File: src/hw/board_pkg.sv
// ##################################################################
// Widths and types shared by the board input section
// Raw joystick words are active high, direction bits sit at the bottom
// Button index rules assume 2 to 6 buttons per player
// ##################################################################

package board_pkg;

    localparam int NUM_PLAYERS = 4;
    localparam int DIR_W       = 4;   // right, left, down, up in bits 0..3
    localparam int JOY_RAW_W   = 16;
    localparam int JOY_GAME_W  = 10;

    typedef logic [JOY_RAW_W-1:0]  joy_raw_t;   // 1 means pressed
    typedef logic [JOY_GAME_W-1:0] joy_game_t;

    // Button positions move up with the number of fire buttons
    function automatic int start_bit(input int buttons);
        return 6 + (buttons - 2);
    endfunction

    function automatic int coin_bit(input int buttons);
        return 7 + (buttons - 2);
    endfunction

    function automatic int pause_bit(input int buttons);
        return 8 + (buttons - 2);
    endfunction

    // Game reset sequencing
    typedef enum logic [1:0] {
        RST_HOLD,     // Cause present
        RST_STRETCH,  // Counting down after the cause left
        RST_RUN
    } reset_state_t;

endpackage

File: src/hw/reset_gen.sv
// ##################################################################
// Game reset with stretch. GAME_RST_LEN must be 1 or more
// game_rst is high one cycle after any cause, then GAME_RST_LEN more
// ##################################################################
`timescale 1ns/1ps

module reset_gen #(
    parameter int GAME_RST_LEN = 16
)(
    input  logic clk_sys,
    input  logic rst,
    input  logic rst_req,
    input  logic downloading,
    input  logic soft_rst,
    output logic game_rst
);

    localparam int CNT_W = $clog2(GAME_RST_LEN + 1);

    board_pkg::reset_state_t state;
    logic [CNT_W-1:0]        cnt;
    logic                    cause;

    assign cause = rst_req | downloading | soft_rst;

    always_ff @(posedge clk_sys) begin
        if (rst || cause) begin   // External reset is one more cause
            state <= board_pkg::RST_HOLD;
            cnt   <= '0;
        end else begin
            case (state)
                board_pkg::RST_HOLD: begin
                    state <= board_pkg::RST_STRETCH;
                    cnt   <= CNT_W'(GAME_RST_LEN - 1);
                end
                board_pkg::RST_STRETCH: begin
                    if (cnt == '0) begin
                        state <= board_pkg::RST_RUN;
                    end else begin
                        cnt <= cnt - 1'b1;
                    end
                end
                board_pkg::RST_RUN: begin
                    state <= board_pkg::RST_RUN;
                end
                default: begin
                    state <= board_pkg::RST_HOLD;  // Unused encoding
                end
            endcase
        end
    end

    // Low only once the stretch has run out
    assign game_rst = (state != board_pkg::RST_RUN);

endmodule

File: src/hw/joy_sync.sv
// ##################################################################
// Input register for the board joysticks and mode levels
// Words are taken as quasi static, one flop stage only
// ##################################################################
`timescale 1ns/1ps

module joy_sync (
    input  logic                clk_sys,
    input  logic                rst,
    input  logic                four_way,
    input  logic                rotate_en,
    input  board_pkg::joy_raw_t board_joystick [board_pkg::NUM_PLAYERS],
    output board_pkg::joy_raw_t sync_joy [board_pkg::NUM_PLAYERS],
    output logic                sync_four_way,
    output logic                sync_rotate_en
);

    always_ff @(posedge clk_sys) begin
        if (rst) begin
            for (int i = 0; i < board_pkg::NUM_PLAYERS; i++) begin
                sync_joy[i] <= '0;    // Nothing pressed
            end
            sync_four_way  <= 1'b0;
            sync_rotate_en <= 1'b0;
        end else begin
            for (int i = 0; i < board_pkg::NUM_PLAYERS; i++) begin
                sync_joy[i] <= board_joystick[i];
            end
            sync_four_way  <= four_way;
            sync_rotate_en <= rotate_en;
        end
    end

endmodule

File: src/hw/joy_4way.sv
// ##################################################################
// 4-way direction filter, one register stage for the whole word
// A diagonal keeps the last accepted direction on the output
// ##################################################################
`timescale 1ns/1ps

module joy_4way (
    input  logic                clk_sys,
    input  logic                rst,
    input  logic                four_way,
    input  board_pkg::joy_raw_t joy_in,
    output board_pkg::joy_raw_t joy_out
);

    localparam int CNT_W = $clog2(board_pkg::DIR_W + 1);

    logic [CNT_W-1:0] dir_cnt;
    logic             dir_ok;

    // Number of pressed directions
    always_comb begin
        dir_cnt = '0;
        for (int i = 0; i < board_pkg::DIR_W; i++) begin
            dir_cnt = dir_cnt + CNT_W'(joy_in[i]);
        end
    end

    assign dir_ok = !four_way || (dir_cnt <= CNT_W'(1));

    always_ff @(posedge clk_sys) begin
        if (rst) begin
            joy_out <= '0;
        end else begin
            // Buttons stay aligned with the directions
            joy_out[board_pkg::JOY_RAW_W-1:board_pkg::DIR_W] <=
                joy_in[board_pkg::JOY_RAW_W-1:board_pkg::DIR_W];
            if (dir_ok) begin
                joy_out[board_pkg::DIR_W-1:0] <= joy_in[board_pkg::DIR_W-1:0];
            end
        end
    end

endmodule

File: src/hw/input_map.sv
// ##################################################################
// Maps filtered joysticks to game inputs, handles pause and layers
// All game outputs are inverted when ACTIVE_LOW is set
// Pause buttons are only read from players 1 and 2
// ##################################################################
`timescale 1ns/1ps

module input_map #(
    parameter int BUTTONS    = 4,
    parameter bit ACTIVE_LOW = 1'b1
)(
    input  logic                 clk_sys,
    input  logic                 rst,
    input  logic                 rotate_en,
    input  logic                 downloading,
    input  logic                 key_pause,
    input  logic                 key_reset,
    input  logic                 key_service,
    input  logic [3:0]           key_gfx,
    input  board_pkg::joy_raw_t  filt_joy [board_pkg::NUM_PLAYERS],
    output board_pkg::joy_game_t game_joystick [board_pkg::NUM_PLAYERS],
    output logic [3:0]           game_coin,
    output logic [3:0]           game_start,
    output logic [3:0]           gfx_en,
    output logic                 game_service,
    output logic                 game_pause,
    output logic                 soft_rst
);

    localparam int START_BIT = board_pkg::start_bit(BUTTONS);
    localparam int COIN_BIT  = board_pkg::coin_bit(BUTTONS);
    localparam int PAUSE_BIT = board_pkg::pause_bit(BUTTONS);

    localparam board_pkg::joy_game_t JOY_INV = {board_pkg::JOY_GAME_W{ACTIVE_LOW}};
    localparam logic [3:0]           BTN_INV = {board_pkg::NUM_PLAYERS{ACTIVE_LOW}};

    logic [3:0] coin_raw;
    logic [3:0] start_raw;
    logic [3:0] last_gfx;
    logic [3:0] gfx_edge;
    logic       last_pause;
    logic       last_joypause;
    logic       last_reset;
    logic       joy_pause;
    logic       pause_edge;

    // Vertical games turn the stick a quarter
    function automatic board_pkg::joy_game_t rotate_dirs(
        input board_pkg::joy_raw_t joy,
        input logic                rot
    );
        board_pkg::joy_game_t low;
        low = joy[board_pkg::JOY_GAME_W-1:0];
        if (rot) begin
            low[board_pkg::DIR_W-1:0] = {joy[0], joy[1], joy[3], joy[2]};
        end
        return low;
    endfunction

    always_comb begin
        for (int i = 0; i < board_pkg::NUM_PLAYERS; i++) begin
            coin_raw[i]  = filt_joy[i][COIN_BIT];   // Player 1 in bit 0
            start_raw[i] = filt_joy[i][START_BIT];
        end
    end

    assign joy_pause  = filt_joy[0][PAUSE_BIT] | filt_joy[1][PAUSE_BIT];
    assign pause_edge = (key_pause & ~last_pause) | (joy_pause & ~last_joypause);
    assign gfx_edge   = key_gfx & ~last_gfx;

    always_ff @(posedge clk_sys) begin
        if (rst) begin
            for (int i = 0; i < board_pkg::NUM_PLAYERS; i++) begin
                game_joystick[i] <= JOY_INV;     // Idle level
            end
            game_coin     <= BTN_INV;
            game_start    <= BTN_INV;
            game_service  <= ACTIVE_LOW;
            game_pause    <= 1'b0;
            gfx_en        <= 4'hf;               // All layers on
            soft_rst      <= 1'b0;
            last_gfx      <= 4'h0;
            last_pause    <= 1'b0;
            last_joypause <= 1'b0;
            last_reset    <= 1'b0;
        end else begin
            for (int i = 0; i < board_pkg::NUM_PLAYERS; i++) begin
                game_joystick[i] <= rotate_dirs(filt_joy[i], rotate_en) ^ JOY_INV;
            end
            game_coin    <= coin_raw ^ BTN_INV;
            game_start   <= start_raw ^ BTN_INV;
            game_service <= key_service ^ ACTIVE_LOW;

            soft_rst <= key_reset & ~last_reset;  // One cycle pulse
            gfx_en   <= gfx_en ^ gfx_edge;

            // ROM loading always leaves the game running
            if (downloading) begin
                game_pause <= 1'b0;
            end else if (pause_edge) begin
                game_pause <= ~game_pause;
            end

            last_gfx      <= key_gfx;
            last_pause    <= key_pause;
            last_joypause <= joy_pause;
            last_reset    <= key_reset;
        end
    end

endmodule

File: src/hw/board_inputs.sv
// ##################################################################
// Input and reset section of the board wrapper, single clock clk_sys
// Joystick to game output latency is 3 cycles, keys take 1 cycle
// rst is synchronous and comes from outside
// ##################################################################
`timescale 1ns/1ps

module board_inputs #(
    parameter int BUTTONS      = 4,
    parameter bit ACTIVE_LOW   = 1'b1,
    parameter int GAME_RST_LEN = 16
)(
    input  logic                 clk_sys,
    input  logic                 rst,
    input  logic                 rst_req,
    input  logic                 downloading,
    input  logic                 four_way,
    input  logic                 rotate_en,
    input  logic                 key_pause,
    input  logic                 key_reset,
    input  logic                 key_service,
    input  logic [3:0]           key_gfx,
    input  board_pkg::joy_raw_t  board_joystick1,
    input  board_pkg::joy_raw_t  board_joystick2,
    input  board_pkg::joy_raw_t  board_joystick3,
    input  board_pkg::joy_raw_t  board_joystick4,
    output board_pkg::joy_game_t game_joystick1,
    output board_pkg::joy_game_t game_joystick2,
    output board_pkg::joy_game_t game_joystick3,
    output board_pkg::joy_game_t game_joystick4,
    output logic [3:0]           game_coin,
    output logic [3:0]           game_start,
    output logic                 game_service,
    output logic                 game_pause,
    output logic [3:0]           gfx_en,
    output logic                 game_rst
);

    board_pkg::joy_raw_t  board_joy [board_pkg::NUM_PLAYERS];
    board_pkg::joy_raw_t  sync_joy  [board_pkg::NUM_PLAYERS];
    board_pkg::joy_raw_t  filt_joy  [board_pkg::NUM_PLAYERS];
    board_pkg::joy_game_t game_joy  [board_pkg::NUM_PLAYERS];
    logic                 sync_four_way;
    logic                 sync_rotate_en;
    logic                 soft_rst;

    assign board_joy[0] = board_joystick1;
    assign board_joy[1] = board_joystick2;
    assign board_joy[2] = board_joystick3;
    assign board_joy[3] = board_joystick4;

    assign game_joystick1 = game_joy[0];
    assign game_joystick2 = game_joy[1];
    assign game_joystick3 = game_joy[2];
    assign game_joystick4 = game_joy[3];

    joy_sync u_sync (
        .clk_sys        ( clk_sys        ),
        .rst            ( rst            ),
        .four_way       ( four_way       ),
        .rotate_en      ( rotate_en      ),
        .board_joystick ( board_joy      ),
        .sync_joy       ( sync_joy       ),
        .sync_four_way  ( sync_four_way  ),
        .sync_rotate_en ( sync_rotate_en )
    );

    // One filter per player
    for (genvar i = 0; i < board_pkg::NUM_PLAYERS; i++) begin : g_filt
        joy_4way u_4way (
            .clk_sys  ( clk_sys       ),
            .rst      ( rst           ),
            .four_way ( sync_four_way ),
            .joy_in   ( sync_joy[i]   ),
            .joy_out  ( filt_joy[i]   )
        );
    end

    input_map #(
        .BUTTONS    ( BUTTONS    ),
        .ACTIVE_LOW ( ACTIVE_LOW )
    ) u_map (
        .clk_sys       ( clk_sys        ),
        .rst           ( rst            ),
        .rotate_en     ( sync_rotate_en ),
        .downloading   ( downloading    ),
        .key_pause     ( key_pause      ),
        .key_reset     ( key_reset      ),
        .key_service   ( key_service    ),
        .key_gfx       ( key_gfx        ),
        .filt_joy      ( filt_joy       ),
        .game_joystick ( game_joy       ),
        .game_coin     ( game_coin      ),
        .game_start    ( game_start     ),
        .gfx_en        ( gfx_en         ),
        .game_service  ( game_service   ),
        .game_pause    ( game_pause     ),
        .soft_rst      ( soft_rst       )
    );

    reset_gen #(
        .GAME_RST_LEN ( GAME_RST_LEN )
    ) u_rst (
        .clk_sys     ( clk_sys     ),
        .rst         ( rst         ),
        .rst_req     ( rst_req     ),
        .downloading ( downloading ),
        .soft_rst    ( soft_rst    ),
        .game_rst    ( game_rst    )
    );

endmodule

File: config.mk
export PLATFORM = sky130hd
export DESIGN_NAME = board_inputs
export DESIGN_NICKNAME = d
export VERILOG_FILES = /design/src/hw/board_pkg.sv /design/src/hw/reset_gen.sv /design/src/hw/joy_sync.sv /design/src/hw/joy_4way.sv /design/src/hw/input_map.sv /design/src/hw/board_inputs.sv
export SDC_FILE = /design/constraint.sdc
export NUM_CORES = 1
export LEC_CHECK = 0
export BUFFER_PORTS_ARGS = -buffer_cell sky130_fd_sc_hd__buf_2
export CAP_MARGIN = 20
export CORE_AREA = 8 8 129 131
export CTS_BUF_LIST = sky130_fd_sc_hd__clkbuf_2
export DETAILED_ROUTE_END_ITERATION = 8
export DIE_AREA = 0 0 137 139
export PLACE_DENSITY = 0.6
export SETUP_SLACK_MARGIN = 0.05
export SYNTH_ARGS = -nofsm -noshare
export SYNTH_HDL_FRONTEND = slang
export SYNTH_SLANG_ARGS = --single-unit
export TNS_END_PERCENT = 20
File: constraint.sdc
create_clock -name clk_sys -period 2.4 [get_ports clk_sys]
set_clock_uncertainty 0.2 [all_clocks]
set_input_delay 0.72 -clock clk_sys [delete_from_list [all_inputs] [get_ports clk_sys]]
set_output_delay 0.72 -clock clk_sys [all_outputs]
set_load 0.05 [all_outputs]
==> flow_metrics.env, run 1 <==
export IMPL_syn_inst=428
export IMPL_crit_slowest_cell="dfxtp_2"
export IMPL_layout_commonest_cell="dfxtp_1"
export IMPL_wl_mm=8.941
export IMPL_die_w_microns=137
export IMPL_layout_min_cycle_time_ps=2351
export IMPL_cp_num_buf_inv=3
export IMPL_path_common_cell="inv_2"
export IMPL_fill_cells=1375
export IMPL_syn_to_final_growth_pct=33.16
export IMPL_tightestPinTransition_ps=598.9
export IMPL_critical_path_top_delay_family="flip-flops"
export IMPL_fmax_mhz=425.3
export IMPL_drt_initial_drc_count=135
export IMPL_drc=0
export IMPL_layout_common_cells="dfxtp_1 (137), nor2b_1 (85), buf_2 (63), nand2b_1 (61), dlygate4sd3_1 (51)"
export IMPL_finalHoldViolations=0
export IMPL_gp_congestion=0.6679
export IMPL_core_area_sq_um=14750
export IMPL_min_path_type="in2reg"
export IMPL_power_frac_seq=0.568
export IMPL_reg2reg_from="u_sync.sync_joy[48]$_SDFF_PP0_"
export IMPL_finalSetupTns_ps=0
export IMPL_power_total_mw=4.588
export IMPL_dp_hpwl_mm=5.949
export IMPL_grt_pass1_vias=3298
export IMPL_vias=3192
export IMPL_critical_path_arrival_ps=1430
export IMPL_yosys_cell_types_count=25
export IMPL_clk_pin_slew_worst_paths_ps=210
export IMPL_numCtsBuffers=17
export IMPL_power_switching_mw=1.198
export IMPL_ant_nets=0
export IMPL_port_buffers=109
export IMPL_placed_area_sq_um=5502
export IMPL_netSwitchingFraction=0.2610
export IMPL_drv_slew=0
export IMPL_synth_area_sq_um=4841
export IMPL_status="complete, no violations"
export IMPL_leakage_nw=2.582
export IMPL_max_stage_delay_ps=380
export IMPL_seq_area_frac_synth=0.6079
export IMPL_hold_slack_ps=152.3
export IMPL_critical_path_class="reg2out"
export IMPL_cp_end_kind="output port"
export IMPL_syn_area_per_cell_sq_um=11.31
export IMPL_grt_overflow_total=0
export IMPL_fin_area_sq_um=6446
export IMPL_vias_per_cell=4.087
export IMPL_fin_crit_sh=0.9797
export IMPL_grt_max_degree=97
export IMPL_ff_latch_area_sq_um=2955
export IMPL_grt_use_total=0.1004
export IMPL_cts_root_buf="clkbuf_2"
export IMPL_ir_worst_vdd_uv=285.1
export IMPL_cts_tree="built"
export IMPL_dp_slack_ps=341.5
export IMPL_die_y_microns=139
export IMPL_synth_area_top_cells="dfxtp_1 (61%), nor2b_1 (11%), nand2b_1 (7.9%)"
export IMPL_syn_num_nets=513
export IMPL_worstSetupStartpoint="u_rst.state[0]$_SDFFE_PP0P_"
export IMPL_max_slew_margin=0.5970
export IMPL_cp_max_fo=2
export IMPL_multi_input_area_sq_um=1730
export IMPL_finalSetupViolCount=0
export IMPL_ys_seq_elements=147
export IMPL_worst_slack_ps=48.62
export IMPL_worstSetupStartpointType="flop"
export IMPL_p_int_mw=3.390
export IMPL_htree_levels=4
export IMPL_worstSkewPairLatency_ps=670
export IMPL_grt_pass1_wl_mm=15.26
export IMPL_num_io_pins=132
export IMPL_yosys_area_top_type="dfxtp_1"
export IMPL_crit_chain="inv_2, ha_4, inv_2, buf_8"
export IMPL_pwr_share_comb=0.107
export IMPL_clkPwrFrac=0.326
export IMPL_ys_warn_count=0
export IMPL_die_area_sq_um=19040
export IMPL_cp_required_ps=1480
export IMPL_wire_per_inst_microns=11.45
export IMPL_power_density_nw_per_um2=711.7
export IMPL_placementRows=45
export IMPL_hold_start="downloading"
export IMPL_netlist_area_leader_share=0.6079
export IMPL_cts_sinks=147
export IMPL_maxCapViolations=0
export IMPL_diodes=0
export IMPL_final_nets=665
export IMPL_drt_first_pass_iters=4
export IMPL_final_layout_size_suffix_gt1_frac=0.2951
export IMPL_start_util=0.3282
export IMPL_cts_buffer_depth=2
export IMPL_antenna_found_initial=0
export IMPL_rsz0062_at_grt="true"
## power groups by stage
stage / Clock [mW] / Sequential (mW) / Combinational (mW)
detailed placement: 0 / 2.65 / 0.410
CTS: 1.58 / 2.61 / 0.489
floorplan: 0 / 2.75 / 0.204
global route: 1.69 / 2.62 / 0.532
global placement: 0 / 2.65 / 0.403
finish: 1.49 / 2.60 / 0.489
## through the flow
stage | instances | util
finish | 781 | 0.4370
global route | 781 | 0.4370
global placement | 696 | 0.3729
detailed placement | 696 | 0.3729
floorplan | 428 | -
CTS | 781 | 0.4332
## registers in the layout (all words and copies together) (netlist names), 2 cells and up
register / count
u_map.last_gfx: 4
u_map.game_start: 3
u_rst.cnt: 5
u_sync.sync_joy: 42
u_map.gfx_en: 4
u_rst.state: 2
u_map.game_joystick: 33
u_map.game_coin: 4
g_filt.u_4way.joy_out: 42
## metal layers
metal	track usage	wire, microns
met5	0	0
met4	0.04748	113
met3	0.04420	617
met2	0.1619	4322
met1	0.1101	3887
## logic make-up after synthesis
group,count (synthesis),share of synthesized area
fa+ha+maj,8,0.02688
buf+inv,38,0.03722
xor+xnor,4,0.007236
simple gates,183,0.2311
flops,147,0.6079
mux,35,0.07237
compound gates,13,0.01732
## Yosys cell counts, drive strengths merged
cell type,instances
nand2,8
or2,16
ha,4
nand2b,61
clkbuf,18
mux2i,35
nor4b,2
nor2,6
or3,2
fa,4
o22ai,1
buf,14
dfxtp,147
a311oi,2
xnor2,4
inv,6
a211oi,4
nor4,1
or4b,1
nor2b,85
nor3,1
a21oi,6
## cell type report
class                      count  area share
sequential                   147      0.4585
clock buffer                  18     0.01398
clock inverter                14     0.02737
multi-input combinational    243      0.2684
inverter                       6    0.003494
tap                          188     0.03649
timing repair buffer         165      0.1918
## final timing paths
check / endpoint / slack, ps / depth (start not counted)
hold reg to reg: u_map.game_coin[1]$_SDFF_PP1_ / 200 / 1
hold / removal: u_map.game_pause$_SDFFE_PP0P_ / 150 / 3
setup reg to reg: g_filt[0].u_4way.joy_out[1]$_SDFFE_PP0P_ / 550 / 4
setup / recovery: game_rst / 50 / 4
## tightest hold or removal path, stage by stage
cell     delay [ps]
buf_2           100
or3_1           100
mux2i_1          60
## what timing repair did
action | 4_1_cts | 5_1_grt
pin swaps | 0 | 1
endpoints found under the hold margin | 51 | 0
endpoints found under the setup margin | 28 | 29
setup buffers | 2 | 0
hold buffers | 51 | 0
resized for setup | 37 | 31
Power figures use the tool's default switching activity.
==> run 2, diff against run 1 <==
- PLACE_DENSITY: 0.6 -> 0.59
==> run 2 against run 1 <==
- hold slack got worse by 34 ps
- largest cell class unchanged
- register-to-register slack improved by 20 ps
- routed wire length decreased by 0.21%
- combinational power decreased by 1%
- critical path depth unchanged
- critical endpoint unchanged
- worst setup slack improved by 53 ps
==> flow_metrics.env, run 2 (synthesized netlist as in run 1, its figures left out) <==
export IMPL_fmax_mhz=435.2
export IMPL_cts_sinks=147
export IMPL_crit_chain="inv_2, ha_4, inv_2, buf_8"
export IMPL_dp_hpwl_mm=5.910
export IMPL_tightestPinTransition_ps=581.5
export IMPL_fin_crit_sh=0.9575
export IMPL_drt_first_pass_iters=3
export IMPL_cp_required_ps=1480
export IMPL_final_nets=664
export IMPL_rsz0062_at_grt="true"
export IMPL_grt_pass1_wl_mm=14.81
export IMPL_layout_common_cells="dfxtp_1 (146), nor2b_1 (85), buf_2 (79), nand2b_1 (61), dlygate4sd3_1 (49)"
export IMPL_start_util=0.3282
export IMPL_htree_levels=4
export IMPL_fill_cells=1424
export IMPL_drv_slew=0
export IMPL_grt_pass1_vias=3196
export IMPL_top_regs="g_filt.u_4way.joy_out x42, u_sync.sync_joy x42, u_map.game_joystick x33"
export IMPL_vias=3143
export IMPL_max_stage_delay_ps=370
export IMPL_port_buffers=109
export IMPL_critical_path_arrival_ps=1380
export IMPL_hold_slack_ps=118.0
export IMPL_min_path_type="in2reg"
export IMPL_core_area_sq_um=14750
export IMPL_finalSetupViolCount=0
export IMPL_die_w_microns=137
export IMPL_grt_overflow_total=0
export IMPL_antenna_found_initial=1
export IMPL_layout_min_cycle_time_ps=2298
export IMPL_crit_slowest_cell="dfxtp_2"
export IMPL_die_y_microns=139
export IMPL_fin_area_sq_um=6346
export IMPL_vias_per_cell=4.029
export IMPL_cp_max_fo=2
export IMPL_final_layout_size_suffix_gt1_frac=0.2792
export IMPL_path_common_cell="inv_2"
export IMPL_num_io_pins=132
export IMPL_grt_max_degree=110
export IMPL_clk_pin_slew_worst_paths_ps=180
export IMPL_worstSkewPairLatency_ps=640
export IMPL_cts_buffer_depth=2
export IMPL_placementRows=45
export IMPL_grt_use_total=0.09767
export IMPL_numCtsBuffers=17
export IMPL_power_density_nw_per_um2=702.1
export IMPL_gp_congestion=0.6803
export IMPL_cts_root_buf="clkbuf_2"
export IMPL_cts_tree="built"
export IMPL_critical_path_class="reg2out"
export IMPL_syn_to_final_growth_pct=31.09
export IMPL_drc=0
export IMPL_leakage_nw=2.534
export IMPL_max_slew_margin=0.6088
export IMPL_finalHoldViolations=0
export IMPL_cp_end_kind="output port"
export IMPL_die_area_sq_um=19040
export IMPL_wl_mm=8.922
export IMPL_maxCapViolations=0
export IMPL_fin_util=0.4302
export IMPL_placed_area_sq_um=5509
export IMPL_layout_commonest_cell="dfxtp_1"
export IMPL_wire_per_inst_microns=11.44
export IMPL_drt_initial_drc_count=144
export IMPL_ant_nets=0
export IMPL_ir_worst_vdd_uv=353.7
export IMPL_worstSetupStartpointType="flop"
export IMPL_status="complete, no violations"
run 2: final cells by class:
cell class,count,area [sq um],area share
Inverter,6,22.52,0.003549
Tap cell,188,235.2,0.03707
Antenna cell,1,2.502,0.0003943
Sequential cell,147,2944,0.4639
Timing Repair Buffer,164,1176,0.1853
Clock buffer,19,95.09,0.01498
Multi-Input combinational cell,243,1730,0.2727
Clock inverter,12,140.1,0.02208
run 2: per-stage QoR:
step / setup WS [ps] / TNS (ps) / total power [mW] / std cells
global route: -61.56 / -61.56 / 4.721 / 780
CTS: 0.6586 / 0 / 4.514 / 768
detailed placement: 346.3 / 0 / 3.065 / 697
floorplan: 585.7 / 0 / 2.949 / 428
global placement: 420.1 / 0 / 3.053 / 697
finish: 102.1 / 0 / 4.456 / 780
run 2: worst paths after layout:
kind / startpoint / to / slack (ps) / cells after the start
hold reg to reg: g_filt[1].u_4way.joy_out[9]$_SDFF_PP0_ / u_map.game_coin[1]$_SDFF_PP1_ / 180 / 1
setup / recovery: u_rst.state[0]$_SDFFE_PP0P_ / game_rst / 100 / 4
setup reg to reg: u_sync.sync_joy[32]$_SDFF_PP0_ / g_filt[1].u_4way.joy_out[1]$_SDFFE_PP0P_ / 570 / 4
hold / removal: board_joystick1[3] / u_sync.sync_joy[51]$_SDFF_PP0_ / 120 / 2
run 2: power by group:
part	leakage, nW	internal (mW)	switching (mW)
registers	1.21	2.55	0.0476
logic	1.18	0.228	0.254
clock network	0.141	0.567	0.806
run 2: critical path: cells and delay by family, from the launching register on:
kind / cells / cell delay (ps)
adders and majority gates: 1 / 150
buffers and inverters: 3 / 230
DFF: 1 / 370
run 2: per-layer routing:
layer,up-vias,GRT usage,part of all wire
li1,1637,-,-
met1,1429,0.1084,0.43
met2,69,0.1590,0.49
met3,8,0.04420,0.073
met4,0,0.03776,0.012
met5,-,0,0
run 2: repair_timing:
item,4_1_cts,5_1_grt
resized for setup,8,35
pin swaps,0,0
setup endpoints to repair,1,29
hold buffers,38,11
buffers inserted,2,0
endpoints found under the hold margin,38,11
cloned,0,0
==> run 3, diff against run 2 <==
- CORE_AREA: 8 8 129 131 -> 2 2 123 125
- DIE_AREA: 0 0 137 139 -> 0 0 125 127
- PLACE_DENSITY: 0.59 -> 0.66
==> run 3 against run 2 <==
- clock power down 14%
- sequential power about the same
- die area down 17%
- hold slack better by 9.1 ps
- critical endpoint unchanged
- largest cell class unchanged
==> flow_metrics.env, run 3 (synthesized netlist as in run 1, its figures left out) <==
export IMPL_layout_min_cycle_time_ps=2311
export IMPL_worstSetupStartpointType="flop"
export IMPL_placementRows=44
export IMPL_numCtsBuffers=17
export IMPL_max_slew_margin=0.6487
export IMPL_status="complete, no violations"
export IMPL_leakage_nw=2.522
export IMPL_finalSetupViolCount=0
export IMPL_grt_use_total=0.1093
export IMPL_final_layout_size_suffix_gt1_frac=0.2845
export IMPL_cts_tree="built"
export IMPL_grt_pass1_vias=3137
export IMPL_cts_sinks=147
export IMPL_vias_per_cell=4.071
export IMPL_rsz0062_at_grt="true"
export IMPL_die_area_sq_um=15880
export IMPL_ff_latch_area_sq_um=2945
export IMPL_critical_path_arrival_ps=1390
export IMPL_fin_area_sq_um=6301
export IMPL_grt_max_degree=58
export IMPL_min_path_cells=2
export IMPL_tightestPinTransition_ps=519.6
export IMPL_final_nets=666
export IMPL_clk_pin_slew_worst_paths_ps=190
export IMPL_cp_end_kind="output port"
export IMPL_min_path_type="in2reg"
export IMPL_reg2reg_from="u_rst.state[0]$_SDFFE_PP0P_"
export IMPL_gp_congestion=0.7073
export IMPL_placed_area_sq_um=5519
export IMPL_drc=0
export IMPL_power_total_mw=4.263
export IMPL_ir_worst_vdd_uv=380.6
export IMPL_top_regs="g_filt.u_4way.joy_out x42, u_sync.sync_joy x42, u_map.game_joystick x33"
export IMPL_fill_cells=1350
export IMPL_worstSkewPairLatency_ps=650
export IMPL_fin_crit_sh=0.9629
export IMPL_antenna_found_initial=1
export IMPL_port_buffers=109
export IMPL_maxCapViolations=0
export IMPL_hold_end="u_map.last_gfx[1]$_SDFF_PP0_"
export IMPL_drt_initial_drc_count=99
export IMPL_num_io_pins=132
export IMPL_drv_slew=0
export IMPL_ant_nets=0
export IMPL_start_util=0.3356
export IMPL_wl_mm=8.385
export IMPL_die_w_microns=125
export IMPL_grt_overflow_total=0
export IMPL_multi_input_area_sq_um=1730
export IMPL_core_area_sq_um=14420
export IMPL_hold_start="key_gfx[1]"
export IMPL_htree_levels=4
export IMPL_wire_per_inst_microns=10.76
export IMPL_fmax_mhz=432.7
export IMPL_syn_to_final_growth_pct=30.16
export IMPL_r2r_slack_ps=510
export IMPL_power_density_nw_per_um2=676.5
export IMPL_r2r_cells=5
export IMPL_cts_buffer_depth=2
export IMPL_cts_root_buf="clkbuf_2"
export IMPL_layout_common_cells="dfxtp_1 (145), nor2b_1 (85), buf_2 (85), nand2b_1 (61), dlygate4sd3_1 (49)"
export IMPL_grt_pass1_wl_mm=13.81
export IMPL_drt_first_pass_iters=4
export IMPL_cp_required_ps=1480
export IMPL_critical_path_class="reg2out"
export IMPL_cp_max_fo=2
export IMPL_r2r_end="u_rst.cnt[3]$_SDFFE_PP0P_"
export IMPL_dp_hpwl_mm=5.484
export IMPL_vias=3171
export IMPL_die_y_microns=127
export IMPL_layout_commonest_cell="dfxtp_1"
export IMPL_finalHoldViolations=0
-- run 3: cell count changes in the layout (fill, tap and decap cells not counted), sizes merged --
cell / previous run / this run
clkbuf: 40 / 36
clkinvlp: 3 / 2
bufinv: 3 / 1
clkinv: 6 / 9
buf: 94 / 101
-- run 3: how the worst max path moves through the flow --
stage | startpoint | end | slack (ps)
3_5_place_dp | rst | u_rst.cnt[4]$_SDFFE_PP0P_ | 430
4_1_cts | u_rst.state[0]$_SDFFE_PP0P_ | game_rst | -30
5_1_grt | u_rst.state[0]$_SDFFE_PP0P_ | game_rst | -80
6_report | u_rst.state[0]$_SDFFE_PP0P_ | game_rst | 90
3_3_place_gp | rst | u_rst.state[0]$_SDFFE_PP0P_ | 470
2_1_floorplan | u_map.game_coin[0]$_SDFF_PP1_ | game_joystick1[9] | 590
-- run 3: metrics by stage --
stage                 util  TNS (ps)  worst slack (ps)  hold slack [ps]  instances
floorplan                -         0             585.7            155.7        428
global placement    0.3826         0             474.4            158.5        695
detailed placement  0.3826         0             432.2            160.3        695
CTS                 0.4330    -33.97            -33.97            1.159        778
global route        0.4368    -78.68            -78.68            14.53        779
finish              0.4368         0             89.03            127.1        779
-- run 3: worst max-delay path: stages, from the launching register on --
cell,delay (ps)
dfxtp_2,380
inv_2,50
ha_4,160
inv_4,50
buf_8,130
-- run 3: what timing repair did --
item                                    in CTS  in global routing
endpoints found under the hold margin       49                  0
endpoints found under the setup margin       3                 21
setup buffers                                2                  0
gates resized for setup                     11                 25
pin swaps                                    1                  0
hold buffers                                49                  0
-- run 3: layout make-up --
class / count / area share
antenna: 1 / 0.0003971
sequential: 147 / 0.4674
clock buffer: 20 / 0.01589
timing repair buffer: 166 / 0.1867
clock inverter: 12 / 0.01450
tap: 184 / 0.03654
multi-input combinational: 243 / 0.2746
inverter: 6 / 0.003971
-- run 3: layer usage --
metal,global-route usage,routed length (microns)
met5,0,0
met4,0.05163,139
met3,0.04439,443
met2,0.1867,4180
met1,0.1190,3621
-- run 3: report_power, final --
group / switching, mW / total (mW) / internal [mW]
sequential: 0.0481 / 2.60 / 2.55
combinational: 0.253 / 0.482 / 0.229
clock: 0.812 / 1.18 / 0.368
